File: src/logic/board_defines.svh
/*
 * Timing constants for the board glue between the FPGA pins and the SoC.
 * Include it wherever the RTC divider, fan PWM or reset synchronizer
 * sizes are needed. All counts are in soc_clk cycles.
 */

`ifndef BOARD_DEFINES_SVH
`define BOARD_DEFINES_SVH

////////////////////////////////////////////////////////////////////////////
// Real-time clock
////////////////////////////////////////////////////////////////////////////

// Half period of the RTC, 50 MHz down to 1 MHz
`define RTC_HALF_PERIOD 25

////////////////////////////////////////////////////////////////////////////
// Fan PWM and reset
////////////////////////////////////////////////////////////////////////////

// Cycles per PWM step and steps per PWM period (60 cycles in total)
`define FAN_PRESCALE 4
`define FAN_STEPS 15

// Flops in the reset release synchronizer
`define RST_SYNC_STAGES 2

`endif

File: src/logic/board_pkg.sv
/*
 * Shared vector types of the board glue logic.
 * Compile before any RTL or bench file that refers to these types.
 */

package board_pkg;

  ////////////////////////////////////////////////////////////////////////////
  // Board-side settings
  ////////////////////////////////////////////////////////////////////////////

  // Boot-mode code handed to the SoC
  typedef logic [1:0] boot_mode_t;

  // Fan speed from the four board switches, 0 is off and 15 is full speed
  typedef logic [3:0] fan_level_t;

  ////////////////////////////////////////////////////////////////////////////
  // Internal counters
  ////////////////////////////////////////////////////////////////////////////

  // RTC divider count
  typedef logic [15:0] rtc_cnt_t;

  // PWM step and prescale count
  typedef logic [3:0] fan_cnt_t;

endpackage

File: src/logic/board_rst_ctrl.sv
/*
 * SoC reset generation and boot-mode strap capture.
 * The board button and the debug soft reset assert the SoC reset at once.
 * Release is synchronized to soc_clk, and test mode bypasses the
 * synchronizer. Boot straps are tracked during reset and frozen at release.
 */

`include "board_defines.svh"

module board_rst_ctrl (
  input  logic                  soc_clk,
  input  logic                  rst_n,
  input  logic                  debug_reset_i,
  input  logic                  test_mode_i,
  input  board_pkg::boot_mode_t boot_mode_i,
  input  board_pkg::boot_mode_t boot_ovr_i,
  input  logic                  boot_ovr_sel_i,
  output logic                  soc_rst_n_o,
  output board_pkg::boot_mode_t boot_mode_o
);

  import board_pkg::*;

  // Raw reset, low while the button is pressed or debug asks for a reset
  logic raw_rst_n;

  // Release synchronizer, shifts in ones after the raw reset goes away
  logic [`RST_SYNC_STAGES-1:0] sync_q;
  logic                        sync_rst_n;

  // Boot source picked by the debug override select
  boot_mode_t boot_sel;

  ////////////////////////////////////////////////////////////////////////////
  // Reset combination and synchronization
  ////////////////////////////////////////////////////////////////////////////

  assign raw_rst_n = rst_n & ~debug_reset_i;

  // Assertion is asynchronous, release takes RST_SYNC_STAGES edges
  always_ff @(posedge soc_clk or negedge raw_rst_n) begin
    if (!raw_rst_n) begin
      sync_q <= '0;
    end else begin
      sync_q <= {sync_q[`RST_SYNC_STAGES-2:0], 1'b1};
    end
  end

  assign sync_rst_n = sync_q[`RST_SYNC_STAGES-1];

  // Test mode hands the raw reset straight to the SoC
  assign soc_rst_n_o = test_mode_i ? raw_rst_n : sync_rst_n;

  ////////////////////////////////////////////////////////////////////////////
  // Boot-mode straps
  ////////////////////////////////////////////////////////////////////////////

  // Debug override wins over the board straps
  assign boot_sel = boot_ovr_sel_i ? boot_ovr_i : boot_mode_i;

  // Follows the straps while the SoC is held in reset.
  // The last edge before release still samples, after that the value holds.
  always_ff @(posedge soc_clk) begin
    if (!soc_rst_n_o) begin
      boot_mode_o <= boot_sel;
    end
  end

endmodule

File: src/logic/board_top.sv
/*
 * Board-level glue between the FPGA pins and the RISC-V SoC.
 * Produces the synchronized SoC reset, the captured boot mode and the
 * 1 MHz RTC for the SoC, and drives the fan PWM from the board switches.
 * soc_clk comes in already buffered from the clock wizard.
 */

module board_top (
  // Clock and board reset button
  input  logic                  soc_clk,
  input  logic                  rst_n,

  // Debug and board switch inputs
  input  logic                  debug_reset_i,
  input  logic                  test_mode_i,
  input  board_pkg::boot_mode_t boot_mode_i,
  input  board_pkg::boot_mode_t boot_ovr_i,
  input  logic                  boot_ovr_sel_i,
  input  board_pkg::fan_level_t fan_sw_i,

  // SoC side
  output logic                  soc_rst_n_o,
  output board_pkg::boot_mode_t boot_mode_o,
  output logic                  rtc_o,

  // Fan connector
  output logic                  fan_pwm_o
);

  ////////////////////////////////////////////////////////////////////////////
  // Reset and boot mode
  ////////////////////////////////////////////////////////////////////////////

  board_rst_ctrl board_rst_ctrl_i (
    .soc_clk        ( soc_clk        ),
    .rst_n          ( rst_n          ),
    .debug_reset_i  ( debug_reset_i  ),
    .test_mode_i    ( test_mode_i    ),
    .boot_mode_i    ( boot_mode_i    ),
    .boot_ovr_i     ( boot_ovr_i     ),
    .boot_ovr_sel_i ( boot_ovr_sel_i ),
    .soc_rst_n_o    ( soc_rst_n_o    ),
    .boot_mode_o    ( boot_mode_o    )
  );

  ////////////////////////////////////////////////////////////////////////////
  // Timebases and fan
  ////////////////////////////////////////////////////////////////////////////

  // Both run from the synchronized SoC reset
  rtc_clk_div rtc_clk_div_i (
    .soc_clk ( soc_clk     ),
    .rst_n   ( soc_rst_n_o ),
    .rtc_o   ( rtc_o       )
  );

  fan_pwm_ctrl fan_pwm_ctrl_i (
    .soc_clk   ( soc_clk     ),
    .rst_n     ( soc_rst_n_o ),
    .fan_sw_i  ( fan_sw_i    ),
    .fan_pwm_o ( fan_pwm_o   )
  );

endmodule

File: src/logic/fan_pwm_ctrl.sv
/*
 * Fan speed control from the four board switches.
 * A PWM period has FAN_STEPS steps of FAN_PRESCALE cycles each. The output
 * is high for as many steps as the switch setting, so 0 stops the fan and
 * 15 runs it flat out. New settings apply from the next period on.
 */

`include "board_defines.svh"

module fan_pwm_ctrl (
  input  logic                  soc_clk,
  input  logic                  rst_n,
  input  board_pkg::fan_level_t fan_sw_i,
  output logic                  fan_pwm_o
);

  import board_pkg::*;

  // Last prescale count and last step of a period
  localparam fan_cnt_t pre_last  = fan_cnt_t'(`FAN_PRESCALE - 1);
  localparam fan_cnt_t step_last = fan_cnt_t'(`FAN_STEPS - 1);

  fan_cnt_t   pre_q;
  fan_cnt_t   step_q;
  fan_level_t level_q;

  logic step_tick;
  logic period_end;

  assign step_tick  = (pre_q == pre_last);
  assign period_end = step_tick && (step_q == step_last);

  ////////////////////////////////////////////////////////////////////////////
  // Step timing
  ////////////////////////////////////////////////////////////////////////////

  // Prescaler
  always_ff @(posedge soc_clk or negedge rst_n) begin
    if (!rst_n) begin
      pre_q <= '0;
    end else if (step_tick) begin
      pre_q <= '0;
    end else begin
      pre_q <= pre_q + 1'b1;
    end
  end

  // Step within the PWM period
  always_ff @(posedge soc_clk or negedge rst_n) begin
    if (!rst_n) begin
      step_q <= '0;
    end else if (period_end) begin
      step_q <= '0;
    end else if (step_tick) begin
      step_q <= step_q + 1'b1;
    end
  end

  ////////////////////////////////////////////////////////////////////////////
  // Duty cycle
  ////////////////////////////////////////////////////////////////////////////

  // Setting is taken once per period so a period is never cut short
  always_ff @(posedge soc_clk or negedge rst_n) begin
    if (!rst_n) begin
      level_q <= '0;
    end else if (period_end) begin
      level_q <= fan_sw_i;
    end
  end

  // High for the first level_q steps of every period
  always_ff @(posedge soc_clk or negedge rst_n) begin
    if (!rst_n) begin
      fan_pwm_o <= 1'b0;
    end else begin
      fan_pwm_o <= (step_q < level_q);
    end
  end

endmodule

File: src/logic/rtc_clk_div.sv
/*
 * Real-time clock divider.
 * Turns soc_clk into a square wave toggling every RTC_HALF_PERIOD cycles,
 * which gives the 1 MHz RTC input of the SoC.
 */

`include "board_defines.svh"

module rtc_clk_div (
  input  logic soc_clk,
  input  logic rst_n,
  output logic rtc_o
);

  import board_pkg::*;

  // Last count of a half period
  localparam rtc_cnt_t cnt_last = rtc_cnt_t'(`RTC_HALF_PERIOD - 1);

  rtc_cnt_t cnt_q;
  logic     cnt_wrap;

  assign cnt_wrap = (cnt_q == cnt_last);

  // Half-period counter
  always_ff @(posedge soc_clk or negedge rst_n) begin
    if (!rst_n) begin
      cnt_q <= '0;
    end else if (cnt_wrap) begin
      cnt_q <= '0;
    end else begin
      cnt_q <= cnt_q + 1'b1;
    end
  end

  // Output flips once per half period
  always_ff @(posedge soc_clk or negedge rst_n) begin
    if (!rst_n) begin
      rtc_o <= 1'b0;
    end else if (cnt_wrap) begin
      rtc_o <= ~rtc_o;
    end
  end

endmodule

File: config.mk
export PLATFORM = sky130hd
export DESIGN_NAME = board_top
export DESIGN_NICKNAME = d
export VERILOG_FILES = /design/src/logic/board_pkg.sv /design/src/logic/board_rst_ctrl.sv /design/src/logic/board_top.sv /design/src/logic/fan_pwm_ctrl.sv /design/src/logic/rtc_clk_div.sv
export VERILOG_INCLUDE_DIRS = /design/src /design/src/logic
export SDC_FILE = /design/constraint.sdc
export NUM_CORES = 1
export LEC_CHECK = 0
export BUFFER_PORTS_ARGS = -buffer_cell sky130_fd_sc_hd__buf_2
export CORE_MARGIN = 2
export CORE_UTILIZATION = 51
export DETAILED_ROUTE_END_ITERATION = 8
export PLACE_DENSITY_LB_ADDON = 0.12
export RECOVER_POWER = 50
export SLEW_MARGIN = 20
export SYNTH_ARGS = -nofsm -noshare
export SYNTH_HDL_FRONTEND = slang
export SYNTH_HIERARCHICAL = 1
export SYNTH_SLANG_ARGS = --single-unit
File: constraint.sdc
create_clock -name soc_clk -period 0.85 [get_ports soc_clk]
set_clock_uncertainty 0.05 [all_clocks]
set_input_delay 0.0425 -clock soc_clk [delete_from_list [all_inputs] [get_ports soc_clk]]
set_output_delay 0.0425 -clock soc_clk [all_outputs]
set_load 0.01 [all_outputs]
==> flow_metrics.tcl <==
set metrics [dict create \
    status "finished with violations" \
    violations "negative hold slack, negative setup slack" \
    max-cap-violations 0 \
    clockBufferDepth 2 \
    r2r-end "fan_pwm_ctrl_i/step_q[3]$_DFFE_PN0P_" \
    p_comb_share_pct 5.2 \
    drive_gt1_share_pct 57.3 \
    worstSetupStartpoint "fan_pwm_ctrl_i/pre_q[1]$_DFF_PN0_" \
    antenna_found_initial 0 \
    switching_power_mw 0.689 \
    power.share.clock_pct 40.1 \
    hp-class "in2async" \
    reg2regPathDepth 5 \
    viasPerCell 5.22 \
    grt_max_degree 31 \
    drt_wl_total_um 4760 \
    period_minus_slack_ns 1.64 \
    insertion_delay_ns 0.36 \
    synth_nets 158 \
    critPathCaptureType "register" \
    p_int_mw 2.33 \
    initial_core_util_pct 53.6 \
    port_buffers 17 \
    yosysTopAreaCell "dfrtp_1" \
    dieArea_mm2 0.00368 \
    antennaDiodeCount 0 \
    pin_count 18 \
    num_vias 1404 \
    ys_types 32 \
    cts_tree "built" \
    maxSlewViolCount 0 \
    rsz0062_at_grt "true" \
    peakVddDrop_mv 1.26 \
    switching_share_pct 22.8 \
    synth_edf_count 2 \
    fin_util_pct 87.7 \
    critPathLaunchType "register" \
    worstPathMaxFanout 4 \
    dp_hpwl_um 2570 \
    synthFlopType "dfrtp_1" \
    layout_setup_ws_ns -0.786 \
    area_growth_pct 63.5 \
    crit_type "reg2reg" \
    synth_cells 137 \
    hold_slack_ns -0.171 \
    cts_max_level 2 \
    clk_pin_slew_ns 0.11 \
    yosysWarnings 6 \
    grt_pass1_vias 1451 \
    yosysSeqAreaShare_pct 52.6 \
    finalSetupViolCount 36 \
    drtAntennaViolNets 0 \
    numCtsBuffers 5 \
    route.detailed.drc 0 \
    drt-pass1-iter-count 4 \
    grt_overflow 0 \
    r2r-start "fan_pwm_ctrl_i/pre_q[1]$_DFF_PN0_" \
    grt_first_pass_wirelength_um 6490 \
    die_width_um 60.7 \
    clkSinkCount 34 \
    fmax_mhz 611 \
    synthTopCellsByArea "dfrtp_1 49%, ha_1 6.1%, xor2_1 5.9%" \
    ys_ff_latch 34 \
    place_congestion 0.741 \
    fin_nets 245 \
    fp-row-count 20 \
    fin_crit_sh_pct 192 \
    wl_per_cell_um 17.7 \
    cp.required_ns 1.05 \
    gr-usage-all-layers_pct 25.2 \
    design.core.area_mm2 0.00305 \
    hold_viol 32 \
    cts_root_buf "clkbuf_4" \
    die_y_um 60.7 \
    syn-cell-area_mm2 0.00164 \
    drt_iter0_drc 49 \
    syn_area_per_cell_um2 12.0 \
    power.leakage_nw 1.37 \
    reg2reg_slack_ns -0.79 \
    arrival_ns 1.84 \
    p_per_area_mw_per_mm2 1130 \
    p_seq_share_pct 54.7 \
    yosysTopAreaCellShare_pct 48.9 \
    synthArstFlopShare_pct 94.1 \
    p_total_mw 3.02 \
]
-- synthesized netlist by cell type (2+ instances only) --
master	n
dfrtp_1	32
xor2_1	11
inv_1	9
nand2_1	9
ha_1	8
nand3_1	8
nor2_1	6
nor4_1	6
mux2_4	5
o21ai_0	5
xnor2_1	5
a21oi_1	4
nor3_1	4
edfxtp_1	2
mux2_2	2
mux2i_1	2
nand4_1	2
nand4_4	2
nor3b_1	2
-- state kept, by name (all words and copies together) (netlist names) --
name	count
rtc_clk_div_i/cnt_q	16
fan_pwm_ctrl_i/step_q	4
fan_pwm_ctrl_i/pre_q	4
board_rst_ctrl_i/boot_mode_o	2
rtc_clk_div_i/rtc_o	1
fan_pwm_ctrl_i/fan_pwm_o	1
board_rst_ctrl_i/sync_q	2
fan_pwm_ctrl_i/level_q	4
-- stage by stage --
stage / hold WS (ns) / setup slack, ns / setup TNS (ns) / area [um^2] / instances
5_1_grt: -0.176 / -0.831 / -19.14 / 2680 / 269
6_report: -0.171 / -0.786 / -16.86 / 2680 / 269
3_5_place_dp: 0.0217 / -0.744 / -14.26 / 2180 / 237
3_3_place_gp: 0.0150 / -0.686 / -12.81 / 2180 / 237
2_1_floorplan: -0.218 / -0.708 / -10.78 / 1750 / 137
4_1_cts: -0.156 / -0.762 / -17.45 / 2510 / 257
-- placed cells by master, fill, tap and decap left out, types with 3 or more instances in the layout --
master          n
buf_6          14
clkbuf_4        5
ha_1            4
ha_4            3
buf_4          44
mux2_4          4
dlygate4sd3_1   5
nor2_2          5
o21ai_1         3
inv_1           7
a21oi_1         4
mux2_2          3
xor2_1         11
nand2_1         8
dfrtp_1        30
nand3_1         6
nor4_4          5
nor3_4          4
xnor2_1         4
buf_2          15
-- logic make-up (layout without fill, tap and decap cells) --
group,count (synthesis),after routing,synth area share (%)
xor+xnor,16,16,8.56
mux,9,9,7.18
flops,34,34,52.6
other cells,1,1,0.229
compound gates,11,11,3.67
buf+inv,10,98,2.37
simple gates,48,48,19.3
fa+ha+maj,8,8,6.11
-- power groups by stage --
stage	logic [mW]	clock network, mW	registers [mW]
floorplan	0.0595	0	1.69
global placement	0.126	0	1.68
detailed placement	0.131	0	1.68
CTS	0.154	1.20	1.65
global route	0.175	1.33	1.65
finish	0.158	1.21	1.65
-- worst max-delay path, stage by stage (launching register included) --
cell	delay (ns)
dfrtp_1	0.38
ha_2	0.19
or3b_4	0.43
buf_4	0.16
o31ai_2	0.24
o21ai_1	0.09
-- layer usage --
layer  global-route usage [%]  wire length [um]
met1                     29.2              1860
met2                     43.9              2500
met3                     7.46               182
met4                     9.32               212
met5                        0                 0
-- what timing repair did --
| item | 4_1_cts | 5_1_grt |
|---|---|---|
| hold buffers | 5 | 1 |
| resized for setup | 29 | 20 |
| buffers inserted | 7 | 12 |
| hold endpoints to repair | 38 | 36 |
| pin swaps | 15 | 10 |
| endpoints found under the setup margin | 36 | 67 |
-- cell type report --
class                      instances  area [um^2]
sequential                        34          863
multi-input combinational         93         1000
clock inverter                     3         40.0
tap                               44         55.1
inverter                           9         33.8
clock buffer                       5         37.5
fill                             156          375
timing repair buffer              81          647
-- worst max path at each step --
stage               slack [ns]                                     to  depth (start not counted)
floorplan                -0.71  fan_pwm_ctrl_i/level_q[0]$_DFFE_PN0N_                          4
global placement         -0.69  fan_pwm_ctrl_i/level_q[2]$_DFFE_PN0N_                          4
detailed placement       -0.74  fan_pwm_ctrl_i/level_q[2]$_DFFE_PN0N_                          4
CTS                      -0.76  fan_pwm_ctrl_i/level_q[2]$_DFFE_PN0N_                          4
global route             -0.83   fan_pwm_ctrl_i/step_q[3]$_DFFE_PN0P_                          5
finish                   -0.79   fan_pwm_ctrl_i/step_q[3]$_DFFE_PN0P_                          5
Power figures use the tool's default switching activity.
